### src/hw/blit_defs.svh
`ifndef BLIT_DEFS_SVH
`define BLIT_DEFS_SVH

// widths
`define BLIT_COORD_W     16
`define BLIT_ADDR_W      32
`define BLIT_COLOUR_W    16
`define BLIT_AXI_DATA_W  32

// default framebuffer size in pixels
`define BLIT_FB_WIDTH    400
`define BLIT_FB_HEIGHT   240

`endif

### src/hw/blit_pkg.sv
`include "blit_defs.svh"

package blit_pkg;

    typedef logic [`BLIT_COORD_W-1:0]    coord_t;     // coordinate, size or stride
    typedef logic [`BLIT_ADDR_W-1:0]     addr_t;      // byte address
    typedef logic [`BLIT_COLOUR_W-1:0]   colour_t;    // rgb565
    typedef logic [`BLIT_AXI_DATA_W-1:0] axi_data_t;

    typedef enum logic {
        WALK_IDLE,
        WALKING
    } walk_state_t;

    typedef enum logic [1:0] {
        SKID_EMPTY,
        SKID_ONE,
        SKID_TWO
    } skid_state_t;

    typedef enum logic [1:0] {
        FETCH_IDLE,
        FETCH_ADDR,
        FETCH_DATA,
        FETCH_WRITE
    } fetch_state_t;

endpackage

### src/hw/axil_texel_fetch.sv
`timescale 1ns/1ps
`include "blit_defs.svh"

module axil_texel_fetch (
    input  logic                 clk,
    input  logic                 rst,

    input  logic                 tex_valid,
    output logic                 tex_ready,
    input  blit_pkg::addr_t      tex_addr,
    input  blit_pkg::coord_t     tex_dst_x,
    input  blit_pkg::coord_t     tex_dst_y,
    input  logic                 tex_fill,
    input  blit_pkg::colour_t    tex_colour,

    output blit_pkg::addr_t      m_axil_araddr,
    output logic [2:0]           m_axil_arprot,
    output logic                 m_axil_arvalid,
    input  logic                 m_axil_arready,
    input  blit_pkg::axi_data_t  m_axil_rdata,
    input  logic [1:0]           m_axil_rresp,
    input  logic                 m_axil_rvalid,
    output logic                 m_axil_rready,

    output blit_pkg::coord_t     fb_x,
    output blit_pkg::coord_t     fb_y,
    output blit_pkg::colour_t    fb_colour,
    output logic                 fb_write
);

    blit_pkg::fetch_state_t state;

    logic tex_fire;
    logic ar_fire;
    logic r_fire;
    logic half_q;   // address bit 1 of the pending read

    // accept a new item while idle or during the write pulse
    assign tex_ready      = (state == blit_pkg::FETCH_IDLE) || (state == blit_pkg::FETCH_WRITE);
    assign m_axil_arvalid = (state == blit_pkg::FETCH_ADDR);
    assign m_axil_rready  = (state == blit_pkg::FETCH_DATA);
    assign fb_write       = (state == blit_pkg::FETCH_WRITE);
    assign m_axil_arprot  = 3'b000;

    assign tex_fire = tex_valid && tex_ready;
    assign ar_fire  = m_axil_arvalid && m_axil_arready;
    assign r_fire   = m_axil_rvalid && m_axil_rready;   // rresp not checked

    always_ff @(posedge clk) begin
        if (rst) begin
            state <= blit_pkg::FETCH_IDLE;
        end else begin
            case (state)
                blit_pkg::FETCH_IDLE, blit_pkg::FETCH_WRITE: begin
                    if (tex_fire)
                        state <= tex_fill ? blit_pkg::FETCH_WRITE : blit_pkg::FETCH_ADDR;
                    else
                        state <= blit_pkg::FETCH_IDLE;
                end
                blit_pkg::FETCH_ADDR: if (ar_fire) state <= blit_pkg::FETCH_DATA;
                blit_pkg::FETCH_DATA: if (r_fire) state <= blit_pkg::FETCH_WRITE;
            endcase
        end
    end

    // destination loads at accept, the write pulse for the previous item is already done
    always_ff @(posedge clk) begin
        if (tex_fire) begin
            fb_x          <= tex_dst_x;
            fb_y          <= tex_dst_y;
            fb_colour     <= tex_colour;    // fill colour, replaced on read data for images
            m_axil_araddr <= {tex_addr[`BLIT_ADDR_W-1:2], 2'b00};
            half_q        <= tex_addr[1];
        end
        if (r_fire) begin
            fb_colour <= half_q ? m_axil_rdata[`BLIT_AXI_DATA_W-1:`BLIT_COLOUR_W]
                                : m_axil_rdata[`BLIT_COLOUR_W-1:0];
        end
    end

endmodule

### src/hw/blit_top.sv
`timescale 1ns/1ps
`include "blit_defs.svh"

module blit_top #(
    parameter int FB_WIDTH  = `BLIT_FB_WIDTH,
    parameter int FB_HEIGHT = `BLIT_FB_HEIGHT
) (
    input  logic                 clk,
    input  logic                 rst,

    input  logic                 cmd_valid,
    output logic                 cmd_ready,
    input  blit_pkg::coord_t     dst_x,
    input  blit_pkg::coord_t     dst_y,
    input  blit_pkg::coord_t     width,
    input  blit_pkg::coord_t     height,
    input  blit_pkg::coord_t     src_x,
    input  blit_pkg::coord_t     src_y,
    input  blit_pkg::addr_t      image_base,
    input  blit_pkg::coord_t     image_stride,
    input  logic                 mirror_x,
    input  logic                 mirror_y,
    input  logic                 fill_mode,
    input  blit_pkg::colour_t    fill_colour,

    output blit_pkg::addr_t      m_axil_araddr,
    output logic [2:0]           m_axil_arprot,
    output logic                 m_axil_arvalid,
    input  logic                 m_axil_arready,
    input  blit_pkg::axi_data_t  m_axil_rdata,
    input  logic [1:0]           m_axil_rresp,
    input  logic                 m_axil_rvalid,
    output logic                 m_axil_rready,

    output blit_pkg::coord_t     fb_x,
    output blit_pkg::coord_t     fb_y,
    output blit_pkg::colour_t    fb_colour,
    output logic                 fb_write
);

    // walker to address stage
    logic              pix_valid;
    logic              pix_ready;
    blit_pkg::coord_t  pix_src_x;
    blit_pkg::coord_t  pix_src_y;
    blit_pkg::coord_t  pix_dst_x;
    blit_pkg::coord_t  pix_dst_y;
    logic              pix_fill;
    blit_pkg::colour_t pix_colour;
    blit_pkg::addr_t   pix_base;
    blit_pkg::coord_t  pix_stride;

    // address stage to fetch
    logic              tex_valid;
    logic              tex_ready;
    blit_pkg::addr_t   tex_addr;
    blit_pkg::coord_t  tex_dst_x;
    blit_pkg::coord_t  tex_dst_y;
    logic              tex_fill;
    blit_pkg::colour_t tex_colour;

    rect_walker #(
        .FB_WIDTH  (FB_WIDTH),
        .FB_HEIGHT (FB_HEIGHT)
    ) walker0 (
        .clk          (clk),
        .rst          (rst),
        .cmd_valid    (cmd_valid),
        .cmd_ready    (cmd_ready),
        .dst_x        (dst_x),
        .dst_y        (dst_y),
        .width        (width),
        .height       (height),
        .src_x        (src_x),
        .src_y        (src_y),
        .image_base   (image_base),
        .image_stride (image_stride),
        .mirror_x     (mirror_x),
        .mirror_y     (mirror_y),
        .fill_mode    (fill_mode),
        .fill_colour  (fill_colour),
        .pix_valid    (pix_valid),
        .pix_ready    (pix_ready),
        .pix_src_x    (pix_src_x),
        .pix_src_y    (pix_src_y),
        .pix_dst_x    (pix_dst_x),
        .pix_dst_y    (pix_dst_y),
        .pix_fill     (pix_fill),
        .pix_colour   (pix_colour),
        .pix_base     (pix_base),
        .pix_stride   (pix_stride)
    );

    texel_address addr0 (
        .clk        (clk),
        .rst        (rst),
        .pix_valid  (pix_valid),
        .pix_ready  (pix_ready),
        .pix_src_x  (pix_src_x),
        .pix_src_y  (pix_src_y),
        .pix_dst_x  (pix_dst_x),
        .pix_dst_y  (pix_dst_y),
        .pix_fill   (pix_fill),
        .pix_colour (pix_colour),
        .pix_base   (pix_base),
        .pix_stride (pix_stride),
        .tex_valid  (tex_valid),
        .tex_ready  (tex_ready),
        .tex_addr   (tex_addr),
        .tex_dst_x  (tex_dst_x),
        .tex_dst_y  (tex_dst_y),
        .tex_fill   (tex_fill),
        .tex_colour (tex_colour)
    );

    axil_texel_fetch fetch0 (
        .clk            (clk),
        .rst            (rst),
        .tex_valid      (tex_valid),
        .tex_ready      (tex_ready),
        .tex_addr       (tex_addr),
        .tex_dst_x      (tex_dst_x),
        .tex_dst_y      (tex_dst_y),
        .tex_fill       (tex_fill),
        .tex_colour     (tex_colour),
        .m_axil_araddr  (m_axil_araddr),
        .m_axil_arprot  (m_axil_arprot),
        .m_axil_arvalid (m_axil_arvalid),
        .m_axil_arready (m_axil_arready),
        .m_axil_rdata   (m_axil_rdata),
        .m_axil_rresp   (m_axil_rresp),
        .m_axil_rvalid  (m_axil_rvalid),
        .m_axil_rready  (m_axil_rready),
        .fb_x           (fb_x),
        .fb_y           (fb_y),
        .fb_colour      (fb_colour),
        .fb_write       (fb_write)
    );

endmodule

### src/hw/rect_walker.sv
`timescale 1ns/1ps
`include "blit_defs.svh"

module rect_walker #(
    parameter int FB_WIDTH  = `BLIT_FB_WIDTH,
    parameter int FB_HEIGHT = `BLIT_FB_HEIGHT
) (
    input  logic               clk,
    input  logic               rst,

    input  logic               cmd_valid,
    output logic               cmd_ready,
    input  blit_pkg::coord_t   dst_x,
    input  blit_pkg::coord_t   dst_y,
    input  blit_pkg::coord_t   width,
    input  blit_pkg::coord_t   height,
    input  blit_pkg::coord_t   src_x,
    input  blit_pkg::coord_t   src_y,
    input  blit_pkg::addr_t    image_base,
    input  blit_pkg::coord_t   image_stride,
    input  logic               mirror_x,
    input  logic               mirror_y,
    input  logic               fill_mode,
    input  blit_pkg::colour_t  fill_colour,

    output logic               pix_valid,
    input  logic               pix_ready,
    output blit_pkg::coord_t   pix_src_x,
    output blit_pkg::coord_t   pix_src_y,
    output blit_pkg::coord_t   pix_dst_x,
    output blit_pkg::coord_t   pix_dst_y,
    output logic               pix_fill,
    output blit_pkg::colour_t  pix_colour,
    output blit_pkg::addr_t    pix_base,
    output blit_pkg::coord_t   pix_stride
);

    localparam blit_pkg::coord_t ONE = 1;

    blit_pkg::walk_state_t state;

    blit_pkg::coord_t  dst_x_q;
    blit_pkg::coord_t  dst_y_q;
    blit_pkg::coord_t  width_q;
    blit_pkg::coord_t  height_q;
    blit_pkg::coord_t  src_x_q;
    blit_pkg::coord_t  src_y_q;
    blit_pkg::addr_t   base_q;
    blit_pkg::coord_t  stride_q;
    logic              mirror_x_q;
    logic              mirror_y_q;
    logic              fill_q;
    blit_pkg::colour_t colour_q;

    blit_pkg::coord_t  x;   // walk index
    blit_pkg::coord_t  y;

    logic cmd_fire;
    logic in_bounds;
    logic step;
    logic last_x;
    logic last_y;

    assign cmd_fire = cmd_valid && cmd_ready;

    assign pix_dst_x = mirror_x_q ? dst_x_q + width_q - ONE - x : dst_x_q + x;
    assign pix_dst_y = mirror_y_q ? dst_y_q + height_q - ONE - y : dst_y_q + y;
    assign pix_src_x = src_x_q + x;
    assign pix_src_y = src_y_q + y;
    assign pix_fill   = fill_q;
    assign pix_colour = colour_q;
    assign pix_base   = base_q;
    assign pix_stride = stride_q;

    assign in_bounds = (int'(pix_dst_x) < FB_WIDTH) && (int'(pix_dst_y) < FB_HEIGHT);
    assign pix_valid = (state == blit_pkg::WALKING) && in_bounds;
    // clipped positions pass without waiting on pix_ready
    assign step   = (state == blit_pkg::WALKING) && (pix_ready || !in_bounds);
    assign last_x = (x == width_q - ONE);
    assign last_y = (y == height_q - ONE);

    always_ff @(posedge clk) begin
        if (rst) begin
            state     <= blit_pkg::WALK_IDLE;
            cmd_ready <= 1'b0;
        end else begin
            case (state)
                blit_pkg::WALK_IDLE: begin
                    cmd_ready <= 1'b1;
                    if (cmd_fire && width != '0 && height != '0) begin
                        state     <= blit_pkg::WALKING;
                        cmd_ready <= 1'b0;
                    end
                end
                blit_pkg::WALKING: begin
                    if (step && last_x && last_y) begin
                        state     <= blit_pkg::WALK_IDLE;
                        cmd_ready <= 1'b1;
                    end
                end
            endcase
        end
    end

    always_ff @(posedge clk) begin
        if (cmd_fire) begin
            dst_x_q    <= dst_x;
            dst_y_q    <= dst_y;
            width_q    <= width;
            height_q   <= height;
            src_x_q    <= src_x;
            src_y_q    <= src_y;
            base_q     <= image_base;
            stride_q   <= image_stride;
            mirror_x_q <= mirror_x;
            mirror_y_q <= mirror_y;
            fill_q     <= fill_mode;
            colour_q   <= fill_colour;
            x          <= '0;
            y          <= '0;
        end else if (step) begin
            if (last_x) begin
                x <= '0;
                y <= y + ONE;   // next row
            end else begin
                x <= x + ONE;
            end
        end
    end

endmodule

### src/hw/texel_address.sv
`timescale 1ns/1ps

module texel_address (
    input  logic               clk,
    input  logic               rst,

    input  logic               pix_valid,
    output logic               pix_ready,
    input  blit_pkg::coord_t   pix_src_x,
    input  blit_pkg::coord_t   pix_src_y,
    input  blit_pkg::coord_t   pix_dst_x,
    input  blit_pkg::coord_t   pix_dst_y,
    input  logic               pix_fill,
    input  blit_pkg::colour_t  pix_colour,
    input  blit_pkg::addr_t    pix_base,
    input  blit_pkg::coord_t   pix_stride,

    output logic               tex_valid,
    input  logic               tex_ready,
    output blit_pkg::addr_t    tex_addr,
    output blit_pkg::coord_t   tex_dst_x,
    output blit_pkg::coord_t   tex_dst_y,
    output logic               tex_fill,
    output blit_pkg::colour_t  tex_colour
);

    blit_pkg::skid_state_t state;

    blit_pkg::addr_t   pix_offset;
    blit_pkg::addr_t   pix_addr;
    logic              in_fire;
    logic              out_fire;
    logic              load_out;
    logic              load_skid;
    logic              pop_skid;

    blit_pkg::addr_t   skid_addr;
    blit_pkg::coord_t  skid_dst_x;
    blit_pkg::coord_t  skid_dst_y;
    logic              skid_fill;
    blit_pkg::colour_t skid_colour;

    // pixel index within the image, then bytes at 2 per pixel
    assign pix_offset = blit_pkg::addr_t'(pix_src_x)
                      + blit_pkg::addr_t'(pix_stride) * blit_pkg::addr_t'(pix_src_y);
    assign pix_addr   = pix_base + (pix_offset << 1);

    assign pix_ready = (state != blit_pkg::SKID_TWO);
    assign tex_valid = (state != blit_pkg::SKID_EMPTY);
    assign in_fire   = pix_valid && pix_ready;
    assign out_fire  = tex_valid && tex_ready;

    assign load_out  = in_fire && (state == blit_pkg::SKID_EMPTY
                                   || (state == blit_pkg::SKID_ONE && out_fire));
    assign load_skid = in_fire && state == blit_pkg::SKID_ONE && !out_fire;
    assign pop_skid  = out_fire && state == blit_pkg::SKID_TWO;

    always_ff @(posedge clk) begin
        if (rst) begin
            state <= blit_pkg::SKID_EMPTY;
        end else begin
            case (state)
                blit_pkg::SKID_EMPTY: if (in_fire) state <= blit_pkg::SKID_ONE;
                blit_pkg::SKID_ONE: begin
                    if (in_fire && !out_fire)
                        state <= blit_pkg::SKID_TWO;
                    else if (!in_fire && out_fire)
                        state <= blit_pkg::SKID_EMPTY;
                end
                blit_pkg::SKID_TWO: if (out_fire) state <= blit_pkg::SKID_ONE;
                default: state <= blit_pkg::SKID_EMPTY;
            endcase
        end
    end

    always_ff @(posedge clk) begin
        if (load_out) begin
            tex_addr   <= pix_addr;
            tex_dst_x  <= pix_dst_x;
            tex_dst_y  <= pix_dst_y;
            tex_fill   <= pix_fill;
            tex_colour <= pix_colour;
        end else if (pop_skid) begin
            tex_addr   <= skid_addr;
            tex_dst_x  <= skid_dst_x;
            tex_dst_y  <= skid_dst_y;
            tex_fill   <= skid_fill;
            tex_colour <= skid_colour;
        end
        if (load_skid) begin    // output stalled, park the new item
            skid_addr   <= pix_addr;
            skid_dst_x  <= pix_dst_x;
            skid_dst_y  <= pix_dst_y;
            skid_fill   <= pix_fill;
            skid_colour <= pix_colour;
        end
    end

endmodule
### config.mk
export PLATFORM = sky130hd
export DESIGN_NAME = blit_top
export DESIGN_NICKNAME = d
export VERILOG_FILES = /design/src/hw/blit_pkg.sv /design/src/hw/axil_texel_fetch.sv /design/src/hw/blit_top.sv /design/src/hw/rect_walker.sv /design/src/hw/texel_address.sv
export VERILOG_INCLUDE_DIRS = /design/src /design/src/hw
export SDC_FILE = /design/constraint.sdc
export NUM_CORES = 1
export LEC_CHECK = 0
export ABC_AREA = 0
export BUFFER_PORTS_ARGS = -buffer_cell sky130_fd_sc_hd__buf_2
export CAP_MARGIN = 20
export CELL_PAD_IN_SITES_DETAIL_PLACEMENT = 0
export CELL_PAD_IN_SITES_GLOBAL_PLACEMENT = 1
export CORE_ASPECT_RATIO = 1.1
export CORE_MARGIN = 2
export CORE_UTILIZATION = 30
export DETAILED_ROUTE_END_ITERATION = 16
export PLACE_DENSITY = 0.59
export SLEW_MARGIN = 10
export SYNTH_ARGS = -nofsm -noshare
export SYNTH_HDL_FRONTEND = slang
export SYNTH_SLANG_ARGS = --single-unit
### constraint.sdc
create_clock -name clk -period 11.15 [get_ports clk]
set_clock_uncertainty 0.05 [all_clocks]
set_input_delay 1.115 -clock clk [delete_from_list [all_inputs] [get_ports clk]]
set_output_delay 1.115 -clock clk [all_outputs]
set_load 0.02 [all_outputs]
After elaboration in Yosys (flattened, before gate mapping)

Index checks and enable logic that the tools add are counted.

$add $sub $neg: 16
Multipliers: 1
Order comparisons: 2
Equality and inequality tests: 14
Mux-type cells: 32
Bitwise logic cells: 1
Reduce and logical (&&, ||, !) cells: 36

Operators with widths:

| cell                                                                           | number |
|---|---|
| 16-bit two-way mux                                                             | 12 |
| 16-bit adder                                                                   | 6 |
| 32-bit two-way mux                                                             | 2 |
| 16-bit by 1-bit subtractor with 16-bit output (second input constant)          | 4 |
| 16-bit by 1-bit adder with 16-bit output (second input constant)               | 2 |
| 32-bit adder                                                                   | 1 |
| 16-bit == test                                                                 | 2 |
| 16-bit nonzero test                                                            | 2 |
| 16-bit subtractor                                                              | 2 |
| 16-bit by 31-bit adder with 31-bit output                                      | 1 |
| 16-bit by 16-bit multiplier with 31-bit output                                 | 1 |
| 1-bit logical AND                                                              | 19 |
| 16-bit by 8-bit less-than comparator with 1-bit output (second input constant) | 1 |
| 16-bit by 9-bit less-than comparator with 1-bit output (second input constant) | 1 |
| 2-bit two-way mux                                                              | 8 |
| 2-bit case mux with 3 select lines                                             | 2 |
| 2-bit != test (second input constant)                                          | 4 |
| 2-bit == test (second input constant)                                          | 3 |
| 1-bit two-way mux                                                              | 6 |
| 2-bit nonzero test                                                             | 3 |
| 2-bit by 1-bit == test with 1-bit output (second input constant)               | 2 |
| 2-bit zero test                                                                | 2 |
| 2-bit by 1-bit != test with 1-bit output (second input constant)               | 2 |
| 1-bit case mux with 2 select lines                                             | 2 |
| 7 further kinds                                                                | 12 |

Register bits after elaboration: 442
Logic and storage cells: 135

Longest topological paths before layout

Word-level depth: 13
Depth in mapped cells: 44
Gate-level depth less buffers: 43

Hierarchy

A second synthesis with hierarchy kept.

Cell total of the unflattened synthesis: 3194
Area total of the unflattened synthesis: 33153.0 um2

By module, submodules not included:

| module           | instances | cells each | area each (um2) | sequential area each (um2) |
|---|---|---|---|---|
| texel_address    | 1         | 1667       | 16448.3         | 4904.7 |
| rect_walker      | 1         | 1369       | 13763.2         | 5575.3 |
| axil_texel_fetch | 1         | 158        | 2941.6          | 2412.3 |

Worst setup path after synthesis

No wires, ideal clock.

Path type: reg-to-reg
From: reg walker0.y[1]
To: reg addr0.skid_addr[10], enable pin
Library setup time: 0.633 ns
Arrival: 9.446 ns
Data required time: 10.467 ns
Path slack: 1.021 ns
Cell stages (with the launch flop): 17
Path buffers: 0
Period minus slack after synthesis: 10.129 ns
Path through: dfxtp_1 -> fa_1 -> inv_1 -> ha_1 -> inv_1 -> fa_1 -> nor2b_1 -> o31a_1 -> o31a_1 -> nor2_1 -> xnor2_1 -> o32a_1 -> a311o_1 -> or4_1 -> nor3_1 -> nand4_1 -> nor3b_1

Word-level cells in the longest chain between the ends: 8
Elaborated cells on any way between the ends: 9

Ends and longest elaborated chain:

| element                                                    | RTL line            | RTL |
|---|---|---|
| start, declared                                            | rect_walker.sv:56   | `blit_pkg::coord_t y;` |
| start signal, assigned                                     | rect_walker.sv:124  | `y <= y + ONE;` |
| 16-bit adder or 16-bit subtractor (tied branches)          | rect_walker.sv:67   | `assign pix_dst_y = mirror_y_q ? dst_y_q + height_q - ONE - y : dst_y_q + y;` |
| 16-bit two-way mux (*)                                     | rect_walker.sv:67   |  |
| via addr0.pix_dst_y[11]                                    | texel_address.sv:12 | `input blit_pkg::coord_t pix_dst_y,` |
| 16-bit by 8-bit less-than comparator with 1-bit output (*) | rect_walker.sv:75   | `assign in_bounds = (int'(pix_dst_x) < FB_WIDTH) && (int'(pix_dst_y) < FB_HEIGHT);` |
| 1-bit logical AND (*)                                      | rect_walker.sv:75   |  |
| 1-bit logical AND (*)                                      | rect_walker.sv:76   | `assign pix_valid = (state == blit_pkg::WALKING) && in_bounds;` |
| 1-bit logical AND (*)                                      | texel_address.sv:50 | `assign in_fire = pix_valid && pix_ready;` |
| 1-bit logical AND (*) (2 in a row)                         | texel_address.sv:55 | `assign load_skid = in_fire && state == blit_pkg::SKID_ONE && !out_fire;` |
| via addr0.load_skid                                        | texel_address.sv:34 | `logic load_skid;` |
| end signal, assigned                                       | texel_address.sv:91 | `skid_addr <= pix_addr;` |
| end, declared                                              | texel_address.sv:37 | `blit_pkg::addr_t skid_addr;` |

Mark *: on every way through the listed nets, which the timed path passes. The rest lies on a longest branch.
A chain may end at the register's enable or synchronous reset.

Worst setup path in the final report

From: reg walker0.y[0]
To: reg addr0.tex_addr[31], data pin

Elaborated cells on any way between the ends: 13

RTL lines:

| element                                        | RTL line            | RTL |
|---|---|---|
| 16-bit adder                                   | rect_walker.sv:69   | `assign pix_src_y = src_y_q + y;` |
| 16-bit by 16-bit multiplier with 31-bit output | texel_address.sv:45 | `+ blit_pkg::addr_t'(pix_stride) * blit_pkg::addr_t'(pix_src_y);` |
| 16-bit by 31-bit adder with 31-bit output      | texel_address.sv:45 |  |
| 32-bit adder                                   | texel_address.sv:46 | `assign pix_addr = pix_base + (pix_offset << 1);` |
| via addr0.pix_addr[31]                         | texel_address.sv:30 | `blit_pkg::addr_t pix_addr;` |
| 32-bit two-way mux                             | texel_address.sv:77 | `if (load_out) begin` |
| end signal, assigned                           | texel_address.sv:78 | `tex_addr <= pix_addr;` |
| end signal, assigned                           | texel_address.sv:84 | `tex_addr <= skid_addr;` |
| end, declared                                  | texel_address.sv:20 | `output blit_pkg::addr_t tex_addr,` |

The timed path passes the listed nets, and every way through them passes these cells.

==> out/metrics.yaml <==
clock_network:
  cts_max_level: 2
  clk_latency_ps: 660
  root_buffer: "clkbuf_16"
  cts_buffers: 52
  hold_buffers: 0
  cts_tree: "done"
  clockBufferDepth: 3
  cts.sinks: 439
  cts.reportedPaths.clkPinSlew_ps: 60
cells_and_area:
  nFillCells: 10600
  syn_to_final_growth_pct: 15.8
  regArea_um2: 12800
  final_common_cell: "inv_1"
  drive_gt1_frac: 0.137
  multi_input_area_um2: 16800
  final_cell_mix: "432 x inv_1, 401 x edfxtp_1, 280 x buf_2"
  n_antenna_cell: 0
  nets: 3847
sta:
  drv_slew: 0
  tns_ps: 0
  rsz0062_at_grt: "no"
  final-setup-viol-count: 0
  relSlewSlack: 0.303
  hold_viol_final: 0
  min_period_over_period: 0.936
  tightest_slew_ps: 1040
  finalCriticalPeriod_ps: 10440
  clock.fmax_ghz: 0.0958
critical_path:
  crit_path_top_delay_cell: "fa_1"
  required_ps: 11460
  worstSetupEndpoint: "addr0.tex_addr[31]"
  cp.arrival_ps: 10750
  worstSetupEndpointType: "register"
  reg2reg_depth: 40
  cp-startpoint: "walker0.y[0]"
  path_max_fanout: 9
  reg2reg_setup_slack_ps: 710
  r2r_end: "addr0.tex_addr[31]"
  max_stage_delay_ps: 550
  r2r_start: "walker0.y[0]"
  critical_path_class: "reg -> reg"
  cp_common_cell: "fa_1"
  crit_path_start_kind: "register"
floorplanning:
  core_area_um2: 104000
  die-area_um2: 107000
  fp.dieH_um: 343
  rows: 124
  io_pins: 289
  start_util: 0.302
  die_w_um: 313
synth:
  syn_avg_cell_area_um2: 11.0
  ys_types: 72
  synth-seq-cells: 439
  synthTopCellsByArea: "edfxtp_1 38%, fa_1 16%, ha_1 9.2%"
  synth_ff_type: "edfxtp_1"
  synthCells: 2852
  yosys.area.top_type_share: 0.383
  synth_top_cell_by_area: "edfxtp_1"
  synth-edff-count: 401
  synth_warnings: 0
  async_reset_ff_frac: 0
  synth_area_um2: 31400
  ys_seq_area_frac: 0.407
grt:
  grt.met3_usage: 0.0242
  grt_pass1_vias: 21500
  met1_usage: 0.203
  grt_pass1_wl_um: 126000
  use_met2: 0.252
  grt_usage: 0.152
  grt_busiest_layer: "met2"
  antenna_found_initial: 0
  grt_max_degree: 102
  overflow: 0
detailed_routing:
  vias: 21100
  wl_per_cell_um: 17.6
  routed_wl_um: 80800
  drc: 0
  ant_nets: 0
  vias_per_cell: 4.60
  firstDrtPassIters: 5
  drt_iter0_drc: 1066
placed_design:
  gp_congestion: 0.807
  dp_hpwl_um: 62700
  portBuffers: 280
status:
  status: "complete, no violations"
flow_run:
  maxCapViolCount: 0
min_path:
  min_path_type: "reg -> reg"
[registers in the layout, summed over array words and instances, names as in the netlist, 30 cells and up]
name / cells
addr0.skid_addr: 31
addr0.tex_addr: 31
fetch0.m_axil_araddr: 30
walker0.pix_base: 31
[cell usage after synthesis (10+ instances only)]
library cell / instances
and3_1: 15
a211oi_1: 22
clkbuf_1: 52
o21ai_0: 98
dfxtp_1: 38
nor2b_1: 27
xor2_1: 59
a31oi_1: 14
buf_4: 11
a21oi_1: 148
ha_1: 232
or3_1: 29
fa_1: 246
nor2_1: 105
nor3_1: 39
edfxtp_1: 401
inv_1: 433
or4_1: 19
xnor2_1: 93
o21a_1: 22
mux2i_1: 28
nand2_1: 254
nor4_1: 14
nand3_1: 43
o211ai_1: 10
a21o_1: 43
mux2_1: 64
and2_1: 107
o31ai_1: 20
o21bai_1: 18
nand2b_1: 31
nand4_1: 16
[through the flow]
stage / hold WS (ps) / cells / area [um^2] / util / setup slack, ps
3_3_place_gp: 353 / 4497 / 34700 / 0.334 / 450
4_1_cts: 363 / 4592 / 36300 / 0.350 / 353
2_1_floorplan: 350 / 2856 / 31400 / - / 1020
6_report: 363 / 4594 / 36400 / 0.350 / 709
5_1_grt: 371 / 4594 / 36400 / 0.350 / 74.3
3_5_place_dp: 355 / 4497 / 34700 / 0.334 / 404
[kinds of logic (layout without fill, tap and decap cells)]
kind of cell / count (synthesis) / count (layout) / share of synthesized area
DFF: 439 / 439 / 0.407
xor gates and xnor gates: 153 / 153 / 0.0431
muxes: 97 / 97 / 0.0336
adders and majority gates: 478 / 478 / 0.249
and+or+nand+nor: 719 / 719 / 0.113
other: 1 / 5 / 0.000119
buffers and inverters: 506 / 858 / 0.0620
AOI/OAI and AO/OA: 459 / 459 / 0.0917
[worst min path at each step]
stage	from	slack, ps	endpoint	depth (start not counted)
6_report	addr0.tex_dst_y[6]	360	fetch0.fb_y[6]	0
5_1_grt	addr0.tex_addr[5]	370	fetch0.m_axil_araddr[5]	0
4_1_cts	addr0.tex_dst_y[6]	360	fetch0.fb_y[6]	0
3_5_place_dp	addr0.tex_dst_x[12]	350	fetch0.fb_x[12]	0
3_3_place_gp	addr0.tex_dst_y[6]	350	fetch0.fb_y[6]	0
2_1_floorplan	addr0.tex_dst_x[0]	350	fetch0.fb_x[0]	0
[critical path: cells and delay by family (launching register included)]
family | cells | cell delay [ps]
buffers and inverters | 5 | 500
multiplexers | 1 | 280
AND/OR/NAND/NOR | 4 | 300
XOR/XNOR | 3 | 840
adder cells (fa/ha/maj) | 10 | 4280
AO/OA/AOI/OAI | 17 | 3490
flip-flops | 1 | 370
[cell type report]
cell class / instances / share of cell area
clock inverter: 36 / 0.00839
multi-input combinational: 1911 / 0.461
inverter: 434 / 0.0450
sequential: 439 / 0.352
timing repair buffer: 329 / 0.0487
clock buffer: 59 / 0.0371
tap: 1386 / 0.0477
[layer usage]
metal	wire length (um)	up-vias
met3	3240	101
li1	-	10400
met1	37600	10300
met4	2370	0
met2	37600	368
met5	0	-
[what timing repair did]
action	CTS	global route
setup endpoints to repair	0	8
buffers inserted	0	2
resized for setup	0	12
Power is not shown: default switching activity piles up to over one toggle a cycle in this logic, so the estimate is an artifact.
